File: config.mk
export PLATFORM = sky130hd
export DESIGN_NAME = gamma_regs
export DESIGN_NICKNAME = d
export VERILOG_FILES = /design/src/verilog/gamma_pkg.sv /design/src/verilog/gamma_regs.sv
export VERILOG_INCLUDE_DIRS = /design/src /design/src/verilog
export SDC_FILE = /design/constraint.sdc
export NUM_CORES = 1
export LEC_CHECK = 0
export BUFFER_PORTS_ARGS = -buffer_cell sky130_fd_sc_hd__buf_2
export CORE_MARGIN = 3
export CORE_UTILIZATION = 45
export DETAILED_ROUTE_END_ITERATION = 6
export PLACE_DENSITY = 0.83
export SLEW_MARGIN = 10
export SYNTH_ARGS = -nofsm -noshare
export SYNTH_HDL_FRONTEND = slang
export SYNTH_SLANG_ARGS = --single-unit
File: constraint.sdc
create_clock -name pclk -period 2 [get_ports pclk]
set_input_delay 0 -clock pclk [delete_from_list [all_inputs] [get_ports pclk]]
set_output_delay 0 -clock pclk [all_outputs]
set_load 0.02 [all_outputs]
File: src/verilog/gamma_config.svh
// gamma converter configuration: register map, control bits, subchannels and latency
`ifndef GAMMA_CONFIG_SVH
`define GAMMA_CONFIG_SVH

// subchannels multiplexed on one sensor port (1..4)
`define GAMMA_NUM_CHN         3

// register numbers on the command port
`define GAMMA_REG_CTRL        2'd0  // mode bits and soft trigger
`define GAMMA_REG_ADDR_DATA   2'd1  // table address or table data
`define GAMMA_REG_HEIGHT01    2'd2  // [15:0] height0-1, [31:16] height1-1
`define GAMMA_REG_HEIGHT2     2'd3  // [15:0] height2-1

// bit positions inside the control word
`define GAMMA_MODE_BAYER      0     // two bits wide
`define GAMMA_MODE_EN         2
`define GAMMA_MODE_REPET      3
`define GAMMA_MODE_TRIG       4     // one-shot, not stored

// set in ADDR_DATA -> address write, clear -> data write
`define GAMMA_ADDR_SEL        20

// pixel in to pixel out, in pclk cycles
`define GAMMA_LATENCY         5

`endif
File: src/verilog/gamma_pkg.sv
// shared types of the 16 to 8 bit gamma converter
package gamma_pkg;

    typedef logic [15:0] pix_in_t;      // raw sensor pixel
    typedef logic [7:0]  pix_out_t;     // converted pixel
    typedef logic [17:0] table_word_t;  // {coded diff[7:0], base[9:0]}
    typedef logic [11:0] table_addr_t;  // {subchn, color, index}
    typedef logic [15:0] height_t;      // lines minus one
    typedef logic [1:0]  subchn_t;
    typedef logic [1:0]  color_t;       // [1] row phase, [0] column phase

    // same bit order as the control word [3:0]
    typedef struct packed {
        logic       repet;  // accept every frame
        logic       en;     // converter enabled
        logic [1:0] bayer;  // {row, column} phase at frame start
    } mode_t;

    typedef struct packed {
        logic hact;
        logic sof;
        logic eof;
    } sync_t;

    // table write from the register block, 31 bits
    typedef struct packed {
        logic        we;
        table_addr_t addr;
        table_word_t data;
    } tbl_wr_t;

    typedef enum logic {
        FRAME_IDLE,
        FRAME_RUN
    } frame_state_t;

endpackage

File: src/verilog/gamma_regs.sv
// gamma command registers: control word, subchannel heights and auto-increment table writes
`include "gamma_config.svh"

module gamma_regs (
    input  logic                pclk,
    input  logic                mrst,
    input  logic                cmd_we,
    input  logic [1:0]          cmd_addr,
    input  logic [31:0]         cmd_data,
    output gamma_pkg::mode_t    mode,
    output logic                soft_trig,
    output gamma_pkg::height_t  height0,
    output gamma_pkg::height_t  height1,
    output gamma_pkg::height_t  height2,
    output gamma_pkg::tbl_wr_t  tbl_wr
);

    logic                   set_ctrl;   // decoded strobes
    logic                   set_taddr;
    logic                   set_tdata;
    logic                   set_h01;
    logic                   set_h2;
    gamma_pkg::table_addr_t taddr;      // next table location
    logic                   wr_we;
    gamma_pkg::table_addr_t wr_addr;
    gamma_pkg::table_word_t wr_data;

    assign set_ctrl  = cmd_we && (cmd_addr == `GAMMA_REG_CTRL);
    assign set_taddr = cmd_we && (cmd_addr == `GAMMA_REG_ADDR_DATA) && cmd_data[`GAMMA_ADDR_SEL];
    assign set_tdata = cmd_we && (cmd_addr == `GAMMA_REG_ADDR_DATA) && !cmd_data[`GAMMA_ADDR_SEL];
    assign set_h01   = cmd_we && (cmd_addr == `GAMMA_REG_HEIGHT01);
    assign set_h2    = cmd_we && (cmd_addr == `GAMMA_REG_HEIGHT2);

    assign tbl_wr = '{we: wr_we, addr: wr_addr, data: wr_data};

    always_ff @(posedge pclk) begin
        if (mrst) begin
            mode      <= '0;
            soft_trig <= 1'b0;
            height0   <= '0;
            height1   <= '0;
            height2   <= '0;
            taddr     <= '0;
            wr_we     <= 1'b0;
        end else begin
            soft_trig <= set_ctrl && cmd_data[`GAMMA_MODE_TRIG]; // single pulse
            wr_we     <= set_tdata;                              // memory writes next cycle
            if (set_ctrl) begin
                mode.bayer <= cmd_data[`GAMMA_MODE_BAYER +: 2];
                mode.en    <= cmd_data[`GAMMA_MODE_EN];
                mode.repet <= cmd_data[`GAMMA_MODE_REPET];
            end
            if (set_h01) begin
                height0 <= cmd_data[15:0];
                height1 <= cmd_data[31:16];
            end
            if (set_h2) begin
                height2 <= cmd_data[15:0];
            end
            if (set_taddr) begin
                taddr <= cmd_data[11:0];  // {subchn, color, index}
            end else if (set_tdata) begin
                taddr <= taddr + 1'b1;    // auto-increment after each word
            end
        end
    end

    // write payload, qualified by wr_we
    always_ff @(posedge pclk) begin
        if (set_tdata) begin
            wr_addr <= taddr;
            wr_data <= cmd_data[17:0];
        end
    end

endmodule

After elaboration in Yosys (flattened, before gate mapping)
Cells that the tools add are included.

storage, ports and cells
  register bits = 96
  output and inout port bits = 84

cells by class
  add/subtract/negate cells = 1
  equality and inequality tests = 3
  mux-type cells = 2
  reductions and logical operators = 10

operator list
  kind                   count
  $mux 12                2
  $add 12x1->12 const B  1
  $logic_and 1x1->1      7
  $eq 2x2->1 const B     2
  $eq 2x1->1 const B     1
  $logic_not 2->1        1
  $reduce_bool 2->1      1
  $logic_not 1->1        1

Depth between registers and ports, before layout
  depth in word-level cells = 5
  mapped depth = 6
  depth with buffers taken out = 5

Worst setup path before layout
Ideal clock, no wire load.

  path kind = input to register
  start = input cmd_addr[1]
  end = register wr_addr[0] (enable)
  library setup time = 0.417 ns
  data arrival time = 1.671 ns
  required time = 1.583 ns
  slack = -0.088 ns
  stages = 3
  buffers on the path = 1
  cell sequence = nand3b_1 buf_2 nor2_1

on the way
  word-level cells in the longest chain between the ends = 3

RTL lines
  what                             line              source
  start, declared                  gamma_regs.sv:8   input logic [1:0] cmd_addr,
  $eq 2x1->1 (no source line)      -
  $logic_and 1x1->1 (2 in series)  gamma_regs.sv:30  assign set_tdata = cmd_we && (cmd_addr == `GAMMA_REG_ADDR_DATA) && !cmd_data[`GAMMA_ADDR_SEL];
  via set_tdata                    gamma_regs.sv:20  logic set_tdata;
  end signal, assigned             gamma_regs.sv:71  wr_addr <= taddr;
  end, declared                    gamma_regs.sv:25  gamma_pkg::table_addr_t wr_addr;

The timed path passes the listed nets, and every way through them passes these cells.
A chain may end at the register's enable or synchronous reset.

Final worst setup path
  start = register taddr[0]
  end = register taddr[10]

on the way
  word-level cells in the longest chain between the ends = 3

RTL lines
  what                    line              source
  start, declared         gamma_regs.sv:23  gamma_pkg::table_addr_t taddr;
  start signal, assigned  gamma_regs.sv:61  taddr <= cmd_data[11:0];
  start signal, assigned  gamma_regs.sv:63  taddr <= taddr + 1'b1;
  $add 12x1->12           gamma_regs.sv:63
  $mux 12                 gamma_regs.sv:62  end else if (set_tdata) begin
  $mux 12                 gamma_regs.sv:60  if (set_taddr) begin

Every way passes these cells. The select of a mux whose other input is x is not followed.

==> results.yml <==
worst_setup_path:
  r2r_slack_ns: 0.30
  critical_path_arrival_ns: 1.95
  r2r_cells: 5
  slowest_stage: "dfxtp_1"
  crit_required_ns: 2.26
  r2r_end: "taddr[10]"
  start_kind: "flip-flop"
  rr_startpoint: "taddr[0]"
  cp_num_buf_inv: 0
  crit_fanout: 8
  cpLargestDelayFamily: "simple AND/OR/NAND/NOR gates"
  max_stage_delay_ns: 0.46
  crit_chain: "ha_1 > nand3_1 > nor3_1 > o21ai_0 > a32o_1"
  crit_type: "flip-flop to flip-flop"
  end_kind: "flip-flop"
drt:
  ant_nets: 0
  drt_wl_total_mm: 9.301
  vias_per_cell: 5.141
  route.vias.total: 3146
  wl_per_cell_um: 15.20
  drc: 0
  drtIter0Drc: 111
  dr.pass1.iters: 5
floorplan:
  placementRows: 31
  core_area_um2: 7447
  fp.dieH_um: 94.91
  initial_core_util_pct: 47.77
  die-area_um2: 9008
  io_pins: 121
  dieWidth_um: 94.91
yosys:
  synth_sequential_area_ratio_pct: 62.47
  synthCells: 361
  yosysUniqueCellTypes: 37
  ys_warn_count: 0
  async_reset_ff_share_pct: 0
  yosys-top-cells-count: "nand2_1 (108), dfxtp_1 (66), a21oi_1 (55)"
  ys_ff_latch: 96
  synth_edf_count: 30
  avgSynthCellArea_um2: 9.854
  synth_area_um2: 3557
  synth.net_count: 399
  ys.flop_type: "dfxtp_1"
  synth_area_leaders: "dfxtp_1 (37%), edfxtp_1 (25%), nand2_1 (11%)"
  yosysMostFrequentCell: "nand2_1"
  synth_top_area_share_pct: 37.14
  yosysTopAreaCell: "dfxtp_1"
global_route:
  grt_pass1_vias: 2967
  grt_pass1_wl_mm: 14.43
  grt_max_degree: 42
  grt_util_all_layers_pct: 21.01
  grt_overflow: 0
  antenna_found_initial: 0
min_path:
  min_path_type: "input pin to flip-flop"
  worstHoldStart: "cmd_addr[1]"
  hold_depth: 4
  min_delay_worst_endpoint: "mode[0]"
timing:
  fin_tns_setup_ns: 0
  fin_crit_ns: 1.695
  slew_viol_final: 0
  fmax_mhz: 589.8
  final-setup-viol-count: 0
  skew_ns: 0.005713
  final_hold_viol_count: 0
  rsz0062_at_grt: "false"
  tightest_slew_ns: 0.6297
  slew_headroom_pct: 58.02
  hold_slack_ns: 0.1084
  fin_crit_sh_pct: 84.77
cells_and_area:
  n_antenna_cell: 0
  fin_nets: 546
  drive_gt1_share_pct: 28.46
  syn_to_final_growth_pct: 33.70
  final_cells: 612
  final_area_um2: 4756
  final_util_pct: 63.86
placement:
  port_buffers: 120
  place_area_um2: 4218
  dpl.cell_count: 561
  place.gp.congestion: 0.8593
  hpwlAfterDp_mm: 6.200
cts:
  clk_pin_slew_ns: 0.09
  clock_path_buffers: 2
  clock_latency_ns: 0.35
  cts_max_level: 3
  numCtsBuffers: 9
  cts_tree: "built"
  cts_num_sinks: 96
  root_buffer: "clkbuf_8"
  post_cts_resized: 0
outcome:
  status: "complete, no violations"
job:
  cap_violations: 0
power:
  leakagePower_nw: 1.951
  ir_drop_mv: 0.4569
  cellPowerDensity_nw_per_um2: 778.8
[logic make-up (layout without fill, tap and decap cells)]
logic type | count (synthesis) | count (layout) | synth area share [%]
buffers and inverters | 27 | 179 | 4.115
AO/OA/AOI/OAI | 81 | 81 | 13.01
multiplexers | 7 | 7 | 1.970
flip-flops | 96 | 96 | 62.47
adder cells (fa/ha/maj) | 1 | 1 | 0.3517
AND/OR/NAND/NOR | 149 | 149 | 18.08
[layout by cell type, fill, tap and decap left out, types with 4 or more instances in the layout]
master,count
a21oi_1,55
a31oi_1,4
a32o_1,4
and3_1,4
buf_2,120
buf_4,4
clkbuf_8,9
dfxtp_1,66
dlygate4sd3_1,35
edfxtp_1,30
mux2i_1,7
nand2_1,108
nand3_1,8
nor2_1,11
nor3_1,5
o21ai_0,8
[cell type report]
class | count | area [µm²]
multi-input combinational | 238 | 1194
clock inverter | 5 | 56.30
fill | 614 | 2691
timing repair buffer | 161 | 1021
sequential | 96 | 2222
tap | 99 | 123.9
inverter | 2 | 7.507
clock buffer | 11 | 131.4
[worst max path at each step]
stage | from | to | slack (ns) | cells past startpoint
after global placement | taddr[0] | taddr[10] | 0.47 | 5
after detailed placement | taddr[0] | taddr[10] | 0.33 | 5
after CTS | taddr[0] | taddr[10] | 0.31 | 5
after floorplan | cmd_addr[1] | wr_addr[0] | 0.41 | 3
after global routing | taddr[0] | taddr[10] | 0.13 | 5
final | taddr[0] | taddr[10] | 0.30 | 5
[registers in the layout (all words and copies together) (netlist names), 4 cells and up]
signal	cells
mode	4
wr_addr	12
wr_data	18
taddr	12
height0	16
height1	16
height2	16
[worst register-to-register path: stages (launching register included)]
cell and delay (ns):
dfxtp_1 0.46, ha_1 0.26, nand3_1 0.16, nor3_1 0.32, o21ai_0 0.12, a32o_1 0.28
[layer usage]
| metal | share of wire [%] | vias up | GRT usage (%) |
|---|---|---|---|
| li1 | - | 1540 | - |
| met1 | 40 | 1454 | 25.00 |
| met2 | 50 | 140 | 36.00 |
| met3 | 9.4 | 12 | 6.135 |
| met4 | 1.2 | 0 | 7.572 |
| met5 | 0 | - | 0 |
[per-stage QoR]
stage | power (mW) | worst slack (ns)
after global placement | 2.458 | 0.4671
after CTS | 3.728 | 0.3055
final | 3.704 | 0.3045
after detailed placement | 2.469 | 0.3261
after global routing | 3.861 | 0.1350
after floorplan | 2.331 | 0.4131
[power by group]
group          switching, mW  total [mW]  internal (mW)
logic                  0.228       0.381          0.153
registers             0.0336        2.10           2.06
clock network          0.650        1.23          0.578
[repair_timing]
action                    CTS  global route
hold buffers               35             0
hold endpoints to repair   74             0
setup buffers               0             0
Note: power is estimated with default switching activity, not from simulation.
