[config.mk]
export PLATFORM = sky130hd
export DESIGN_NAME = gamma_interp
export DESIGN_NICKNAME = d
export VERILOG_FILES = /design/src/verilog/gamma_pkg.sv /design/src/verilog/gamma_interp.sv
export VERILOG_INCLUDE_DIRS = /design/src /design/src/verilog
export SDC_FILE = /design/constraint.sdc
export NUM_CORES = 1
export LEC_CHECK = 0
export ABC_AREA = 0
export BUFFER_PORTS_ARGS = -buffer_cell sky130_fd_sc_hd__buf_2
export CORE_MARGIN = 2
export CORE_UTILIZATION = 55
export CTS_BUF_LIST = sky130_fd_sc_hd__clkbuf_16
export CTS_CLUSTER_DIAMETER = 30
export DETAILED_ROUTE_END_ITERATION = 10
export PLACE_DENSITY_LB_ADDON = 0.25
export SLEW_MARGIN = 40
export SYNTH_ARGS = -nofsm -noshare
export SYNTH_HDL_FRONTEND = slang
export SYNTH_SLANG_ARGS = --single-unit
[constraint.sdc]
create_clock -name pclk -period 4.1 [get_ports pclk]
set_input_delay 0.615 -clock pclk [delete_from_list [all_inputs] [get_ports pclk]]
set_output_delay 0.615 -clock pclk [all_outputs]
set_load 0.01 [all_outputs]
[src/verilog/gamma_config.svh]
// gamma converter configuration: register map, control bits, subchannels and latency
`ifndef GAMMA_CONFIG_SVH
`define GAMMA_CONFIG_SVH

// subchannels multiplexed on one sensor port (1..4)
`define GAMMA_NUM_CHN         3

// register numbers on the command port
`define GAMMA_REG_CTRL        2'd0  // mode bits and soft trigger
`define GAMMA_REG_ADDR_DATA   2'd1  // table address or table data
`define GAMMA_REG_HEIGHT01    2'd2  // [15:0] height0-1, [31:16] height1-1
`define GAMMA_REG_HEIGHT2     2'd3  // [15:0] height2-1

// bit positions inside the control word
`define GAMMA_MODE_BAYER      0     // two bits wide
`define GAMMA_MODE_EN         2
`define GAMMA_MODE_REPET      3
`define GAMMA_MODE_TRIG       4     // one-shot, not stored

// set in ADDR_DATA -> address write, clear -> data write
`define GAMMA_ADDR_SEL        20

// pixel in to pixel out, in pclk cycles
`define GAMMA_LATENCY         5

`endif
[src/verilog/gamma_pkg.sv]
// shared types of the 16 to 8 bit gamma converter
package gamma_pkg;

    typedef logic [15:0] pix_in_t;      // raw sensor pixel
    typedef logic [7:0]  pix_out_t;     // converted pixel
    typedef logic [17:0] table_word_t;  // {coded diff[7:0], base[9:0]}
    typedef logic [11:0] table_addr_t;  // {subchn, color, index}
    typedef logic [15:0] height_t;      // lines minus one
    typedef logic [1:0]  subchn_t;
    typedef logic [1:0]  color_t;       // [1] row phase, [0] column phase

    // same bit order as the control word [3:0]
    typedef struct packed {
        logic       repet;  // accept every frame
        logic       en;     // converter enabled
        logic [1:0] bayer;  // {row, column} phase at frame start
    } mode_t;

    typedef struct packed {
        logic hact;
        logic sof;
        logic eof;
    } sync_t;

    // table write from the register block, 31 bits
    typedef struct packed {
        logic        we;
        table_addr_t addr;
        table_word_t data;
    } tbl_wr_t;

    typedef enum logic {
        FRAME_IDLE,
        FRAME_RUN
    } frame_state_t;

endpackage

[src/verilog/gamma_interp.sv]
// piecewise-linear interpolation between table points with rounding to 8 bits
`include "gamma_config.svh"

module gamma_interp (
    input  logic                    pclk,
    input  logic                    mrst,
    input  gamma_pkg::table_word_t  word,
    input  logic [7:0]              pxd_lo,
    input  gamma_pkg::sync_t        sync_in,
    output gamma_pkg::pix_out_t     pxd_out,
    output gamma_pkg::sync_t        sync_out
);

    localparam int lo_dly = `GAMMA_LATENCY - 2;  // table read plus one decode stage

    logic [7:0]          lo_d [lo_dly];           // low pixel byte, aligned to diff_r
    gamma_pkg::sync_t    sync_d [`GAMMA_LATENCY];
    logic signed [10:0]  diff_r;                  // decoded slope
    logic [9:0]          base_r;
    logic [9:0]          base_rr;
    logic signed [19:0]  prod;                    // 11b signed x 9b positive
    logic [17:7]         prod_r;                  // bit 7 kept for rounding
    logic [9:0]          interp;

    assign prod     = diff_r * $signed({1'b0, lo_d[lo_dly-1]});
    assign interp   = base_rr + prod_r[17:8] + {9'b0, prod_r[7]}; // wraps mod 1024
    assign sync_out = sync_d[`GAMMA_LATENCY-1];

    // data stages
    always_ff @(posedge pclk) begin
        if (word[17]) begin
            diff_r <= {word[16:10], 4'b0};             // coarse, x16
        end else begin
            diff_r <= {{4{word[16]}}, word[16:10]};    // fine, +/-63
        end
        base_r  <= word[9:0];
        prod_r  <= prod[17:7];
        base_rr <= base_r;
        lo_d[0] <= pxd_lo;
        for (int i = 1; i < lo_dly; i++) begin
            lo_d[i] <= lo_d[i-1];
        end
    end

    // output and sync delay line
    always_ff @(posedge pclk) begin
        if (mrst) begin
            sync_d  <= '{default: '0};
            pxd_out <= '0;
        end else begin
            sync_d[0] <= sync_in;
            for (int i = 1; i < `GAMMA_LATENCY; i++) begin
                sync_d[i] <= sync_d[i-1];
            end
            pxd_out <= interp[9:2];   // drop two guard bits
        end
    end

endmodule

# == Yosys cells after proc, flatten, opt, wreduce, memory -nomap -nowiden ==
# Memory sizes are Yosys's and may differ from the RTL's.
# Index checks and enable logic that the tools add are counted.
# totals
ramBits,24
register_bits,65
output_inout_bits,11
memories,1
wordCells,26
# memory_table
name,words,width,read_ports,rd_clocked_by_memory_dff,wr,line,text
lo_d,3,8,3,0,3,gamma_interp.sv:16,logic [7:0] lo_d [lo_dly];
# classes
n_addsub,2
n_mul,1
n_mux,1
# op_table
operator,count
$mul 11x9->18,1
$add 10x1->10,1
$add 10x10->10,1
$mux 10,1

# == Longest topological paths before layout ==
# depth
ltp_word,2
mapped_depth,18
mapped_depth_nobuf,17

# == Worst setup path before layout ==
# No wires, ideal clock.
# synth_timing
kind,register to register
start,"mem lo_d[2][1], in the netlist lo_d[0][17]"
end,reg prod_r[17] (netlist bit)
path_stages_with_launch,17
synth_period_minus_slack_ns,4.386
arrival_ns,4.266
slack_ns,-0.286
setup_time_ns,0.120
cell_sequence,dfxtp_1 > clkbuf_1 > nand2_1 > fa_1 > fa_1 > inv_1 > fa_1 > inv_1 > fa_1 > inv_1 > ha_1 > and2_1 > a221o_1 > a21oi_1 > o31ai_2 > a21oi_1 > xnor2_1
# synth_rtl
element,line,text
"start, declared",gamma_interp.sv:16,
"end signal, assigned",gamma_interp.sv:37,prod_r <= prod[17:7];
"end, declared",gamma_interp.sv:22,logic [17:7] prod_r;

# == Final worst setup path ==
# layout_timing
start,reg diff_r[9]
end,reg prod_r[14] (netlist bit)
# layout_between
elab_chain_cells,1
# layout_lines
element,line,text
"start, declared",gamma_interp.sv:18,logic signed [10:0] diff_r;
"start signal, assigned",gamma_interp.sv:32,"diff_r <= {word[16:10], 4'b0};"
"start signal, assigned",gamma_interp.sv:34,"diff_r <= {{4{word[16]}}, word[16:10]};"
$mul 11x9->18,gamma_interp.sv:25,"assign prod = diff_r * $signed({1'b0, lo_d[lo_dly-1]});"
net prod[14],gamma_interp.sv:21,logic signed [19:0] prod;
# The timed path passes the listed nets, and every way through them passes these cells.
# A chain may end at the register's enable or synchronous reset.

==> results.md <==
Run status:
- The flow ran to the end, but the final reports show violations.
- The final reports fail on negative setup slack.

Die:
- The number of standard-cell rows in the floorplan is 35.
- The die height is ~100 um.
- The initial utilization of the core area, before any placement, comes to 0.567.
- The width of the die is 102 um.
- The die covers between 10000 and 15000 sq um.
- 42 I/O pins were placed.
- The core box area is 9280 sq um.

Worst setup path:
- In this run the critical register-to-register path is launched from diff_r[9]$_DFF_P_.
- The data required time of the worst path is 4.32 ns.
- The endpoint kind of the worst setup timing path is a register.
- At the worst endpoint, the arrival time is ~4.3 ns.
- The critical path startpoint category is a register.
- The category of the critical setup timing path is register to register.
- Of all nets on the critical path, the largest fanout is 5.
- In this run the worst setup path begins at diff_r[9]$_DFF_P_.

STA:
- The final-report max-slew violation count was 0.
- Subtracting the final worst setup slack from the clock period gives 4.10 ns.
- Derived from the worst setup path, the maximum achievable clock frequency is 244 MHz.
- The number of hold violations in the final report is 0.
- In the finished design, the share of the clock period the worst path needs comes to 1.00.
- The post-layout worst setup margin is -0.00469 ns.
- The clock arrives with a little under 0.008 ns of skew.
- Setup violations remaining at the end of the flow were counted as 1.
- Setup repair after global routing could not meet its margin everywhere.
- The remaining max-slew budget at the tightest pin is 0.732.
- For the pin with the worst max-slew slack, the measured transition is between 0.3 and 0.4 ns.

CTS:
- The H-tree generated during clock tree synthesis spans 3 levels.
- The largest buffer count on any clock path is 2.
- The root buffer selected by CTS is sky130_fd_sc_hd__clkbuf_16.
- The CTS buffer count is 9.
- TritonCTS built the clock tree.
- For this design, the CTS-stage hold fixing added 0 buffers.
- The clock transition at the register clock pins on the worst setup and hold paths after CTS is around 0.060 ns.
- The tree built by TritonCTS fans out to between 80 and 90 sinks.
- For the worst-skew pair, the clock arrives at the later sink with an insertion delay of roughly 0.33 ns.

Logic synthesis:
- The synthesized netlist occupies a cell area of about 5300 sq um.
- The count of flip-flops with a built-in enable after synthesis is 0.
- In this run, synthesis produced a sequential element count of 89.
- Of the post-synthesis cell area, the dominant cell type holds 0.338.
- The share of synthesized registers carrying an async set or reset is 0.
- The number of warnings printed during yosys synthesis is 0.
- The post-synthesis cell type with the largest combined area is sky130_fd_sc_hd__dfxtp_1.
- The number of nets in the synthesized netlist is 643.
- The share of synthesized area occupied by flip-flops and latches is 0.338.
- The gate count after technology mapping is roughly 500.
- Sorting the synthesized cells by how often they occur yields 95 x sky130_fd_sc_hd__inv_1, 89 x sky130_fd_sc_hd__dfxtp_1, 66 x sky130_fd_sc_hd__fa_1, 54 x sky130_fd_sc_hd__nand2_1, 45 x sky130_fd_sc_hd__and2_1.
- The most frequent cell after synthesis is sky130_fd_sc_hd__inv_1.
- The average instance in the mapped netlist occupies 10.4 sq um.
- The number of distinct library cell variants in the gate-level netlist after synthesis is 39.
- Among all flip-flop cells after synthesis, the most frequent one is sky130_fd_sc_hd__dfxtp_1.
- In the post-synthesis netlist, the biggest area contributors are sky130_fd_sc_hd__dfxtp_1 34%, sky130_fd_sc_hd__fa_1 25%, sky130_fd_sc_hd__ha_1 9.5%, sky130_fd_sc_hd__inv_1 6.8%, sky130_fd_sc_hd__and2_1 5.3%.

Global routing:
- The first global-routing pass estimated about 16000 um of wire.
- The total grt overflow is 0.
- The number of antenna violations at the first check in global routing is 0.
- The maximum number of pins on one net before global-route repair is 26.
- The via count of the first global-routing pass is 3651.
- Across every metal layer, demand over resource in global routing totals 0.200.

Detailed routing:
- The number of vias per cell after detailed routing is 4.76.
- Wires add up to ~9400 um.
- The number of DRC markers after the initial detailed-route iteration is 87.
- The count of antenna-violating nets left after detailed routing is 0.
- The first-pass detailed-route iteration total is 4.
- The routed via count is 3429.
- The detailed-route DRC error count is 0.
- The detailed-route wire length per cell is about 13 um.

Placement:
- Once detailed placement completed, the half-perimeter wirelength came to about 7000 um.
- Routability-driven placement finished with a final weighted congestion of about 0.83.
- In this run the cell area measured after placement is 5850 sq um.
- The number of buffers added on ports is 41.

Power and ir drop:
- The power per unit of standard cell area is roughly 610 nW/um^2.
- In this run the static leakage power is between 3 and 4 nW.
- The maximum VDD drop is between 0.3 and 0.4 mV.
- The design draws about 3.9 mW.

Flow run:
- The count of max-cap constraint violations is 0.

Cells and area:
- The final antenna diode count is 0.
- At the end of the flow, the number of nets in the layout was between 700 and 800.
- After routing the design area is ~6400 sq um.
- From synthesis to final layout, the design area changed by 22.2%.
- Of the cells placed in the final design, the portion with a size suffix greater than 1 is 0.285.
- The footprint of the multi-input gates is between 3000 and 4000 sq um.
- At the end of the flow the core is filled with cells to 0.693.
- The number of fill cells in the layout is between 700 and 800.
- The register cell area after layout is around 1800 sq um.

Worst hold path:
- The start point of the worst hold path is lo_d[0][4]$_DFF_P_.
- The worst hold path belongs to the class register to register.
-- worst max-delay path, stage by stage (launching register included) --
cell                       delay (ns)
sky130_fd_sc_hd__dfxtp_4         0.39
sky130_fd_sc_hd__nand2_2         0.07
sky130_fd_sc_hd__fa_1            0.54
sky130_fd_sc_hd__inv_1           0.05
sky130_fd_sc_hd__fa_1            0.49
sky130_fd_sc_hd__fa_1            0.57
sky130_fd_sc_hd__inv_2           0.04
sky130_fd_sc_hd__fa_1            0.54
sky130_fd_sc_hd__inv_2           0.04
sky130_fd_sc_hd__ha_4            0.15
sky130_fd_sc_hd__or3_4           0.34
sky130_fd_sc_hd__a211oi_4        0.36
sky130_fd_sc_hd__nor2_4          0.08
sky130_fd_sc_hd__a311oi_2        0.23
sky130_fd_sc_hd__xnor2_1         0.10
-- registers in the layout, indices dropped and copies added, names as in the netlist --
| register | flops |
|---|---|
| diff_r | 11 |
| base_r | 10 |
| pxd_out | 8 |
| sync_d | 12 |
| sync_out | 3 |
| prod_r | 11 |
| base_rr | 10 |
| lo_d | 24 |
-- routing by layer --
metal,part of all wire,global-route usage,vias up
met2,0.52,0.367,80
li1,-,-,1681
met1,0.42,0.229,1655
met4,0.015,0.0728,0
met3,0.041,0.0458,13
met5,0,0,-
-- where the power goes --
part	internal [mW]	leakage [nW]	switching, mW
Clock	0.471	0.146	0.325
Sequential	1.01	0.750	0.0522
Combinational	1.03	2.23	1.01
-- placed cells by master (no fill, tap or decap), drive strengths merged --
cell type  Yosys  final
o21ai          2      2
xnor2         18     18
nand3          2      2
inv           95     97
nand4bb        1      1
clkbuf        11      9
nand4          1      1
a311oi         1      1
nand2         54     54
and2          45     45
nand2b         1      1
a21o           2      2
a2111oi        1      1
buf            4     86
or2            1      1
a211oi         6      6
o2bb2ai        1      1
dfxtp         89     89
o31a           1      1
clkinv         0      3
fa            66     66
a21oi         10     10
mux2           4      4
ha            40     40
o21bai         3      3
nor2b         24     24
a221o          1      1
or3            1      1
o31ai          1      1
bufinv         0      1
o21a           2      2
nor2          11     11
a31oi          1      1
xor2           4      4
and3           2      2
-- final cells by class --
cell class,count,area share
Multi-Input combinational cell,307,0.503
Timing Repair Buffer,86,0.0873
Tap cell,129,0.0251
Clock inverter,6,0.0103
Clock buffer,9,0.0350
Inverter,95,0.0554
Sequential cell,89,0.284
-- cells by family after synthesis --
| logic type | share of synthesized area |
|---|---|
| and+or+nand+nor | 0.141 |
| buffers and inverters | 0.0813 |
| adders and majority gates | 0.346 |
| DFF | 0.338 |
| AOI/OAI and AO/OA | 0.0480 |
| xor gates and xnor gates | 0.0366 |
| muxes | 0.00856 |
-- per-stage QoR --
step | std cells | worst slack (ns) | TNS (ns) | hold slack [ns]
after floorplan | 506 | 0.0133 | 0 | 0.310
after global placement | 697 | -0.102 | -0.320 | 0.309
after detailed placement | 697 | -0.203 | -0.848 | 0.312
after CTS | 721 | -0.0113 | -0.0225 | 0.315
after global routing | 721 | -0.122 | -0.382 | 0.317
final | 721 | -0.00469 | -0.00469 | 0.317
-- timing repair --
item / 4_1_cts / 5_1_grt
setup endpoints to repair: 6 / 6
resized for setup: 52 / 24
setup buffers: 9 / 0
pin swaps: 33 / 23
cloned: 0 / 0
-- path summary, 6_finish.rpt --
check	endpoint	slack, ns	depth (start not counted)
max	prod_r[14]$_DFF_P_	-0.005	14
min	lo_d[0][12]$_DFF_P_	0.32	0
max reg2reg	prod_r[14]$_DFF_P_	-0.005	14
min reg2reg	lo_d[0][12]$_DFF_P_	0.32	0
No activity file was read; power rests on OpenSTA's default activity.
