===== config.mk =====
export PLATFORM = sky130hd
export DESIGN_NAME = gamma_color_track
export DESIGN_NICKNAME = d
export VERILOG_FILES = /design/src/verilog/gamma_config.svh /design/src/verilog/gamma_pkg.sv /design/src/verilog/gamma_color_track.sv
export SDC_FILE = /design/constraint.sdc
export NUM_CORES = 1
export LEC_CHECK = 0
export ABC_AREA = 1
export BUFFER_PORTS_ARGS = -buffer_cell sky130_fd_sc_hd__buf_2
export CORE_AREA = 2 2 39 41
export CTS_BUF_LIST = sky130_fd_sc_hd__clkbuf_2 sky130_fd_sc_hd__clkbuf_4 sky130_fd_sc_hd__clkbuf_8
export DETAILED_ROUTE_END_ITERATION = 16
export DIE_AREA = 0 0 41 43
export PLACE_DENSITY = 0.36
export SYNTH_ARGS = -nofsm -noshare
export SYNTH_HDL_FRONTEND = slang
export SYNTH_SLANG_ARGS = --single-unit

===== constraint.sdc =====
create_clock -name pclk -period 1.4 [get_ports pclk]
set_clock_uncertainty 0.05 [all_clocks]
set_input_delay 0.28 -clock pclk [delete_from_list [all_inputs] [get_ports pclk]]
set_output_delay 0.28 -clock pclk [all_outputs]
set_load 0.05 [all_outputs]

===== src/verilog/gamma_config.svh =====
// gamma converter configuration: register map, control bits, subchannels and latency
`ifndef GAMMA_CONFIG_SVH
`define GAMMA_CONFIG_SVH

// subchannels multiplexed on one sensor port (1..4)
`define GAMMA_NUM_CHN         3

// register numbers on the command port
`define GAMMA_REG_CTRL        2'd0  // mode bits and soft trigger
`define GAMMA_REG_ADDR_DATA   2'd1  // table address or table data
`define GAMMA_REG_HEIGHT01    2'd2  // [15:0] height0-1, [31:16] height1-1
`define GAMMA_REG_HEIGHT2     2'd3  // [15:0] height2-1

// bit positions inside the control word
`define GAMMA_MODE_BAYER      0     // two bits wide
`define GAMMA_MODE_EN         2
`define GAMMA_MODE_REPET      3
`define GAMMA_MODE_TRIG       4     // one-shot, not stored

// set in ADDR_DATA -> address write, clear -> data write
`define GAMMA_ADDR_SEL        20

// pixel in to pixel out, in pclk cycles
`define GAMMA_LATENCY         5

`endif

===== src/verilog/gamma_pkg.sv =====
// shared types of the 16 to 8 bit gamma converter
package gamma_pkg;

    typedef logic [15:0] pix_in_t;      // raw sensor pixel
    typedef logic [7:0]  pix_out_t;     // converted pixel
    typedef logic [17:0] table_word_t;  // {coded diff[7:0], base[9:0]}
    typedef logic [11:0] table_addr_t;  // {subchn, color, index}
    typedef logic [15:0] height_t;      // lines minus one
    typedef logic [1:0]  subchn_t;
    typedef logic [1:0]  color_t;       // [1] row phase, [0] column phase

    // same bit order as the control word [3:0]
    typedef struct packed {
        logic       repet;  // accept every frame
        logic       en;     // converter enabled
        logic [1:0] bayer;  // {row, column} phase at frame start
    } mode_t;

    typedef struct packed {
        logic hact;
        logic sof;
        logic eof;
    } sync_t;

    // table write from the register block, 31 bits
    typedef struct packed {
        logic        we;
        table_addr_t addr;
        table_word_t data;
    } tbl_wr_t;

    typedef enum logic {
        FRAME_IDLE,
        FRAME_RUN
    } frame_state_t;

endpackage


===== src/verilog/gamma_color_track.sv =====
// Bayer color tracking, picks one of four curves for every pixel
module gamma_color_track (
    input  logic               pclk,
    input  logic               mrst,
    input  gamma_pkg::mode_t   mode,
    input  logic               frame_run,
    input  logic               hact_in,
    output gamma_pkg::color_t  color
);

    logic hact_r;
    logic col_ph;   // column phase of the next pixel in the line
    logic row_ph;   // row phase of the current line

    // first pixel of a line always starts at bayer[0]
    assign color = {row_ph, hact_r ? col_ph : mode.bayer[0]};

    always_ff @(posedge pclk) begin
        if (mrst) begin
            hact_r <= 1'b0;
            col_ph <= 1'b0;
            row_ph <= 1'b0;
        end else begin
            hact_r <= hact_in;
            if (hact_in) begin
                col_ph <= ~color[0];           // alternate every active pixel
            end
            if (!frame_run) begin
                row_ph <= mode.bayer[1];       // reloaded until accepted start takes effect
            end else if (hact_r && !hact_in) begin
                row_ph <= ~row_ph;             // next line
            end
        end
    end

endmodule


# Yosys cells after proc, flatten, opt, wreduce, memory -nomap -nowiden
# Cells that the tools add are included.
# totals
elab_cells	11
regBits	3
# op_classes
n_reduce_logical	2
bitwise_logic	2
muxes	3
n_eq_ne	1
# op_table
cell	n
1-bit 2-to-1 mux	3
2-bit by 1-bit inequality test with 1-bit output, second input constant	1
1-bit inverter	2
1-bit logical AND	1
1-bit logical NOT	1

# Logic depth before layout (Yosys ltp)
# Gate-level depths: netlist (run 1).
# logic_depth
ltp_word	4
depth_mapped	5
mapped_depth_nobuf	5

# Worst setup path before layout (run 1)
# OpenSTA, ideal clock, no wires.
# synth_path
path_type	register -> output
startpoint	reg hact_r
endpoint	out color[0]
required_time_ps	1070
slack_ps	4
stages_incl_launch_ff	2
n_path_buf	0
t_arrival_ps	1066
path_cell_list	dfxtp_1 > o21ai_1
# synth_between
elab_chain_cells	1
# synth_rtl
item	line	rtl
start: declaration	gamma_color_track.sv:11	logic hact_r;
start signal: assignment	gamma_color_track.sv:24	hact_r <= hact_in;
1-bit 2-to-1 mux	gamma_color_track.sv:16	assign color = {row_ph, hact_r ? col_ph : mode.bayer[0]};
end: declaration	gamma_color_track.sv:8	output gamma_pkg::color_t color
# Every way passes these cells.

# Final worst setup path (run 1)
# Same ends and word-level chain as after synthesis.

==> results of run 1 <==
==> placed cells by master (no fill, tap or decap), types with 2 or more instances in the layout <==
| cell | instances |
|---|---|
| buf_2 | 6 |
| clkbuf_4 | 4 |
| dfxtp_1 | 3 |
| inv_2 | 2 |
| nand2_1 | 4 |
| o21ai_0 | 2 |
==> worst max-delay path, stage by stage, from the launching register on <==
cell and delay [ps]:
dfxtp_1 360, nand2_1 60, o21ai_1 100, buf_4 230
==> stage by stage <==
stage / hold WS (ps) / setup WS (ps)
after floorplan: 301.9 / 4.245
final: 170.0 / 88.18
after global placement: 411.3 / 237.8
after detailed placement: 408.2 / 238.4
after global routing: 179.5 / 21.66
after CTS: 159.5 / 18.80
==> cell families after synthesis <==
| family | synth area share [%] |
|---|---|
| compound gates | 21.29 |
| simple gates | 17.58 |
| buf+inv | 16.67 |
| flops | 44.45 |
==> area by class of cell <==
class                           count  area share (%)
Multi-Input combinational cell     11           24.42
Sequential cell                     3           27.91
Timing Repair Buffer                7           17.44
Inverter                            4           6.977
Tap cell                           16           9.302
Clock buffer                        4           13.95
==> routing by layer <==
metal | global-route usage (%) | part of all wire, % | up-vias
li1 | - | - | 78
met1 | 6.431 | 55 | 51
met2 | 4.063 | 29 | 8
met3 | 5.236 | 15 | 0
met4 | 8.000 | 0 | 0
met5 | 0 | 0 | -
==> path summary, 6_finish.rpt <==
| check | end | cells past startpoint |
|---|---|---|
| max | color[0] | 3 |
| max reg2reg | col_ph$_SDFFE_PP0P_ | 3 |
| min reg2reg | col_ph$_SDFFE_PP0P_ | 2 |
| min | hact_r$_SDFF_PP0_ | 2 |
==> power by group through the flow <==
stage	combinational [W]	sequential (W)	clock (W)
global route	0.0000514	0.0000965	0.000186
floorplan	0.0000326	0.0000964	0
CTS	0.0000451	0.0000957	0.000179
finish	0.0000460	0.0000958	0.000171
global placement	0.0000452	0.0000974	0
detailed placement	0.0000450	0.0000971	0
==> sequential cells by signal, indices dropped and copies added, names as in the netlist <==
register,flops
col_ph,1
hact_r,1
row_ph,1
==> what timing repair did <==
item | in CTS | in global routing
resized for setup | 0 | 2
setup endpoints to repair | 0 | 1
buffers inserted | 0 | 0
==> impl_metrics.json, run 1 <==
{
  "crit_fanout": 4,
  "die_h_um": 43,
  "ys.flop_type": "dfxtp_1",
  "fmax_mhz": 762.3,
  "synth_area_per_cell_um2": 7.112,
  "reg2reg_slack_ps": 620,
  "synth.area.top_cells": "dfxtp_1, nand2_1, o21ai_0",
  "p_int_w": 0.0002337,
  "start_util_pct": 9.765,
  "ctsHoldBuffers": 0,
  "synth_most_common_cell": "nand2_1",
  "grt_pass1_wl_um": 524,
  "cp-start-kind": "flop",
  "fill_cells": 157,
  "syn2layout_area_growth_pct": 59.26,
  "crit_path_end_kind": "primary output",
  "ant_nets": 0,
  "core_area_mm2": 0.001384,
  "crit_type": "reg -> out",
  "synth_area_leader_cell": "dfxtp_1",
  "power_frac_comb_pct": 14.7,
  "wl_per_cell_um": 6.756,
  "synth-seq-area-share_pct": 44.44,
  "io_pins": 10,
  "synthesis.area_um2": 135.1,
  "switching_share_pct": 25.28,
  "syn-num-nets": 27,
  "cts_num_sinks": 3,
  "r2r_start": "hact_r$_SDFF_PP0_",
  "fin_setup_tns_ps": 0,
  "finalHoldViolations": 0,
  "grt_pass1_vias": 136,
  "grt_use_total_pct": 5.522,
  "fin_area_um2": 215.2,
  "holdCritStartpoint": "mrst",
  "cts.clk_slew.worst_paths_ps": 40,
  "peakVddDrop_uv": 292.3,
  "timing.final.max_slew_violations": 0,
  "power_leakage_nw": 0.1050,
  "drive_gt1_share_pct": 48.28,
  "finalNonFillerCells": 45,
  "worstPathArrival_ps": 980,
  "period_share_pct": 93.70,
  "h-tree-depth": 1,
  "p_per_area_mw_per_mm2": 1453,
  "drv_cap": 0,
  "fp-row-count": 14,
  "die-area_mm2": 0.001763,
  "pwr-share-seq_pct": 30.6,
  "drt-initial-drc-count": 4,
  "ys_async_sr_fraction_pct": 0,
  "io_buffers": 7,
  "grt-ovfl-total": 0,
  "grt_max_degree": 5,
  "place_area_um2": 182.7,
  "root_buffer": "clkbuf_4",
  "gp_congestion": 0.6573,
  "clkLatencyLatePin_ps": 230,
  "period_minus_slack_ps": 1312,
  "max_slew_margin_pct": 83.34,
  "via_per_inst": 3.044,
  "drt-total-wl_um": 304,
  "ys_seq_elements": 3,
  "yosysWarnings": 0,
  "synth_edf_count": 0,
  "clockPowerShare_pct": 54.7,
  "finalSetupViolCount": 0,
  "cts_buffer_depth": 2,
  "yosysTopAreaCellShare_pct": 44.44,
  "hold_class": "in -> reg",
  "placed_cells": 41,
  "critical_path_required_ps": 1070,
  "cts_tree": "done",
  "syn_inst": 19,
  "cts_buffers": 3,
  "diodes": 0,
  "nNetsFinal": 38,
  "yosys.cell_types.count": 12,
  "dp.final_hpwl_um": 244.3,
  "tightest_slew_ps": 251.6,
  "first_pass_iters": 4,
  "die_x_um": 41,
  "p_switching_w": 0.00007906,
  "regArea_um2": 60.06,
  "grt_antenna_before_repair": 0,
  "outcome": "completed",
  "drc_errors": 0,
  "synth_common_cells": "nand2_1, dfxtp_1, inv_2, o21ai_0",
  "fin_util_pct": 15.55,
  "power_w": 0.0003127,
  "cp-startpoint": "hact_r$_SDFF_PP0_",
  "vias": 137,
  "multiInputGateArea_um2": 52.55,
  "rsz0062_at_grt": "false"
}
Power figures use the tool's default switching activity.
==> inputs of run 2 (changes only) <==
- clock period: 1.4 -> 1.6 ns (I/O delays scaled with it)
==> run 2 against run 1 <==
  * Clock-buffer cell count stayed put
  * Final cell count stayed put
  * Combinational power is 15% lower
  * Sequential share of layout area is 0.33 points higher
  * Flip-flop and latch count stayed put
  * Non-clock buffer count stayed put
  * Sequential power is 13% lower
  * Largest power group unchanged
==> impl_metrics.json, run 2 (synthesized netlist as in run 1, its figures left out) <==
{
  "outcome": "completed",
  "power_leakage_nw": 0.1043,
  "cts_buffers": 3,
  "gp_congestion": 0.6418,
  "grt_pass1_wl_um": 552,
  "power_frac_comb_pct": 14.3,
  "vias": 141,
  "path_cells": "nand2_1 -> o21ai_1 -> buf_2",
  "hold_class": "in -> reg",
  "max_slew_margin_pct": 83.53,
  "critical-path-slowest-cell": "dfxtp_1",
  "drc_errors": 0,
  "peakVddDrop_uv": 264.4,
  "io_buffers": 7,
  "via_per_inst": 3.133,
  "p_int_w": 0.0002033,
  "drv_cap": 0,
  "root_buffer": "clkbuf_4",
  "nNetsFinal": 38,
  "crit_fanout": 4,
  "diodes": 0,
  "drt-total-wl_um": 311,
  "cts_tree": "done",
  "cts-resized-gates": 0,
  "start_util_pct": 9.765,
  "grt_use_total_pct": 5.823,
  "cts.clk_slew.worst_paths_ps": 40,
  "grt_pass1_vias": 156,
  "fp-row-count": 14,
  "place_area_um2": 182.7,
  "layout_common_cells": "buf_2, nand2_1, clkbuf_4",
  "clkLatencyLatePin_ps": 230,
  "layout_commonest_cell": "buf_2",
  "fin_util_pct": 15.37,
  "ctsHoldBuffers": 0,
  "critical_path_required_ps": 1230,
  "ff2ff_path_depth": 3,
  "cp-start-kind": "flop",
  "period_share_pct": 87.67,
  "h-tree-depth": 1,
  "ant_nets": 0,
  "cts_num_sinks": 3,
  "cpPeakStageDelay_ps": 360,
  "whs_path_depth": 2,
  "timing.final.max_slew_violations": 0,
  "clockPowerShare_pct": 54.9,
  "preCtsSetupSlack_ps": 351.8,
  "reg2reg_slack_ps": 830,
  "pwr-share-seq_pct": 30.8,
  "dp.final_hpwl_um": 252.9,
  "p_per_area_mw_per_mm2": 1280,
  "grt_max_degree": 5,
  "fin_area_um2": 212.7,
  "fin_setup_tns_ps": 0,
  "wl_per_cell_um": 6.911,
  "crit_path_end_kind": "primary output",
  "io_pins": 10,
  "grt-ovfl-total": 0,
  "first_pass_iters": 4,
  "reg_top3": "col_ph x1, hact_r x1, row_ph x1",
  "finalSetupViolCount": 0,
  "grt_antenna_before_repair": 0,
  "die_h_um": 43,
  "postCtsSetupRepairBufs": 0,
  "holdPathEnd": "hact_r$_SDFF_PP0_",
  "die_x_um": 41,
  "drive_gt1_share_pct": 48.28,
  "r2r_start": "hact_r$_SDFF_PP0_",
  "cts_buffer_depth": 2,
  "p_switching_w": 0.00006905,
  "drt-initial-drc-count": 4,
  "holdCritStartpoint": "mrst",
  "fmax_mhz": 712.9,
  "tightest_slew_ps": 248.8,
  "period_minus_slack_ps": 1403,
  "finalHoldViolations": 0,
  "setup_slack_ps": 197.3,
  "switching_share_pct": 25.35,
  "syn2layout_area_growth_pct": 57.41,
  "r2r-end": "col_ph$_SDFFE_PP0P_",
  "core_area_mm2": 0.001384,
  "worstPathArrival_ps": 1030,
  "rsz0062_at_grt": "false",
  "crit_type": "reg -> out",
  "die-area_mm2": 0.001763
}
==> run 2: worst max-delay path: cells and delay by family, from the launching register on <==
family | cells | cell delay, ps
buf+inv | 1 | 290
flops | 1 | 360
simple gates | 1 | 60
compound gates | 1 | 90
==> run 2: worst max path at each step <==
| stage | depth (start not counted) | to | slack [ps] | from |
|---|---|---|---|---|
| final | 3 | color[0] | 200 | hact_r$_SDFF_PP0_ |
| after floorplan | 2 | color[0] | 160 | mode[0] |
| after global routing | 3 | color[0] | 130 | hact_r$_SDFF_PP0_ |
| after detailed placement | 4 | color[0] | 350 | mode[0] |
| after global placement | 4 | color[0] | 360 | mode[0] |
| after CTS | 3 | color[0] | 180 | hact_r$_SDFF_PP0_ |
==> run 2: layout make-up <==
class / count / area (um2)
fillers: 164 / 1171
inverters: 4 / 15.01
well taps: 16 / 20.02
clock buffers: 4 / 30.03
flip-flops and latches: 3 / 60.06
multi-input cells: 11 / 52.55
repair buffers: 7 / 35.03
==> run 2: power by group through the flow <==
stage | logic [W] | clock network [W] | registers (W)
2_1_floorplan | 0.0000286 | 0 | 0.0000844
3_3_place_gp | 0.0000395 | 0 | 0.0000851
3_5_place_dp | 0.0000394 | 0 | 0.0000851
4_1_cts | 0.0000395 | 0.000156 | 0.0000839
5_1_grt | 0.0000435 | 0.000163 | 0.0000845
6_report | 0.0000389 | 0.000150 | 0.0000838
==> run 2: per-stage QoR <==
step,hold slack [ps],cells,total power [W]
floorplan,341.9,19,0.0001129
global placement,452.1,41,0.0001246
detailed placement,451.9,41,0.0001244
CTS,203.3,45,0.0002796
global route,218.2,45,0.0002912
finish,211.8,45,0.0002724
==> run 2: routing by layer <==
layer	share of wire, %	vias to the layer above	GRT usage (%)
li1	-	78	-
met1	54	53	7.074
met2	30	10	4.688
met3	16	0	4.712
met4	0	0	8.000
met5	0	-	0
==> inputs of run 3 (changes only) <==
- RECOVER_POWER: not set -> 50
==> run 3 against run 2 <==
  * Total power down 0.51%
  * Core utilization is 0.27 points lower
  * First-iteration DRC count unchanged
  * Hold slack gained 0.76 ps
  * Setup slack got worse by 2.8 ps
  * Non-clock buffer count did not move
==> impl_metrics.json, run 3 (synthesized netlist as in run 1, its figures left out) <==
{
  "switching_share_pct": 25.18,
  "io_buffers": 7,
  "die_x_um": 41,
  "holdCritStartpoint": "mrst",
  "cpPeakStageDelay_ps": 360,
  "layout_commonest_cell": "buf_2",
  "power_w": 0.0002710,
  "grt_pass1_vias": 156,
  "multiInputGateArea_um2": 48.80,
  "reg2reg_slack_ps": 820,
  "p_int_w": 0.0002028,
  "cp-start-kind": "flop",
  "hold_class": "in -> reg",
  "cts_tree": "done",
  "grt_use_total_pct": 5.823,
  "core_area_mm2": 0.001384,
  "pwr-share-seq_pct": 31.0,
  "ff2ff_path_depth": 3,
  "via_per_inst": 3.222,
  "grt_pass1_wl_um": 552,
  "die_h_um": 43,
  "ant_nets": 0,
  "grt-ovfl-total": 0,
  "dp.final_hpwl_um": 252.9,
  "regArea_um2": 60.06,
  "r2r-end": "col_ph$_SDFFE_PP0P_",
  "die-area_mm2": 0.001763,
  "diodes": 0,
  "p_switching_w": 0.00006822,
  "wl_per_cell_um": 6.956,
  "layout_common_cells": "buf_2, nand2_1, clkbuf_4",
  "cts_buffers": 3,
  "nNetsFinal": 38,
  "gp_congestion": 0.6418,
  "start_util_pct": 9.765,
  "drt-total-wl_um": 313,
  "crit_type": "reg -> out",
  "fp-row-count": 14,
  "clkLatencyLatePin_ps": 230,
  "r2r_start": "hact_r$_SDFF_PP0_",
  "outcome": "completed",
  "syn2layout_area_growth_pct": 54.63,
  "grt_max_degree": 5,
  "cts.clk_slew.worst_paths_ps": 40,
  "crit_path_end_kind": "primary output",
  "timing.final.max_slew_violations": 0,
  "drc_errors": 0,
  "clockPowerShare_pct": 55.2,
  "grt_antenna_before_repair": 0,
  "root_buffer": "clkbuf_4",
  "peakVddDrop_uv": 263.2,
  "cts_num_sinks": 3,
  "critical_path_required_ps": 1230,
  "postCtsSetupRepairBufs": 0,
  "place_area_um2": 182.7,
  "max_slew_margin_pct": 83.53,
  "cts_buffer_depth": 2,
  "power_leakage_nw": 0.1054,
  "finalSetupViolCount": 0,
  "drv_cap": 0,
  "holdPathEnd": "hact_r$_SDFF_PP0_",
  "vias": 145,
  "ctsHoldBuffers": 0,
  "tightest_slew_ps": 248.8,
  "first_pass_iters": 4,
  "fill_cells": 164,
  "reg_top3": "col_ph x1, hact_r x1, row_ph x1",
  "io_pins": 10,
  "period_share_pct": 87.84,
  "drt-initial-drc-count": 4,
  "worstPathArrival_ps": 1040,
  "fmax_mhz": 711.5,
  "fin_setup_tns_ps": 0,
  "power_frac_comb_pct": 13.8,
  "crit_fanout": 4,
  "path_cells": "nand2_1 -> o21ai_1 -> buf_2",
  "whs_path_depth": 2,
  "fin_area_um2": 209.0,
  "cts-resized-gates": 0,
  "h-tree-depth": 1,
  "finalHoldViolations": 0,
  "rsz0062_at_grt": "false",
  "critical-path-slowest-cell": "dfxtp_1",
  "holdWs_ps": 212.6,
  "p_per_area_mw_per_mm2": 1297,
  "drive_gt1_share_pct": 41.38,
  "period_minus_slack_ps": 1405
}
## run 3: cell types whose count changed in the layout (fill, tap and decap cells not counted)
cell,previous run,this run
inv_1,1,2
a21oi_1,1,2
inv_2,2,1
a21oi_2,1,0
## run 3: area by class of cell
class,instances,area share (%)
Multi-Input combinational cell,11,23.35
Sequential cell,3,28.74
Tap cell,16,9.581
Timing Repair Buffer,7,16.77
Inverter,4,7.186
Clock buffer,4,14.37
## run 3: per-stage QoR
step                util (%)  setup slack (ps)  cells
floorplan                  -             161.4     19
global placement       13.20             361.2     41
detailed placement     13.20             351.8     41
CTS                    15.37             176.7     45
global route           15.10             131.4     45
finish                 15.10             194.5     45
## run 3: critical path: cells and delay by family (launching register included)
kind / cells / cell delay, ps
and+or+nand+nor: 1 / 60
buffers and inverters: 1 / 290
DFF: 1 / 360
AOI/OAI and AO/OA: 1 / 100
## run 3: worst max path at each step
stage | start | endpoint | slack [ps]
2_1_floorplan | mode[0] | color[0] | 160
3_3_place_gp | mode[0] | color[0] | 360
3_5_place_dp | mode[0] | color[0] | 350
4_1_cts | hact_r$_SDFF_PP0_ | color[0] | 180
5_1_grt | hact_r$_SDFF_PP0_ | color[0] | 130
6_report | hact_r$_SDFF_PP0_ | color[0] | 190
## run 3: routing by layer
| layer | wire [um] | part of all wire (%) | vias to the layer above | global-route usage [%] |
|---|---|---|---|---|
| li1 | - | - | 79 | - |
| met1 | 169 | 54 | 54 | 7.074 |
| met2 | 93 | 30 | 12 | 4.688 |
| met3 | 50 | 16 | 0 | 4.712 |
| met4 | 0 | 0 | 0 | 8.000 |
| met5 | 0 | 0 | - | 0 |
## run 3: power by group through the flow
stage          clock network [W]  logic [W]  registers (W)
5_1_grt                 0.000163  0.0000417      0.0000845
4_1_cts                 0.000156  0.0000395      0.0000839
6_report                0.000150  0.0000374      0.0000839
3_3_place_gp                   0  0.0000395      0.0000851
3_5_place_dp                   0  0.0000394      0.0000851
2_1_floorplan                  0  0.0000286      0.0000844
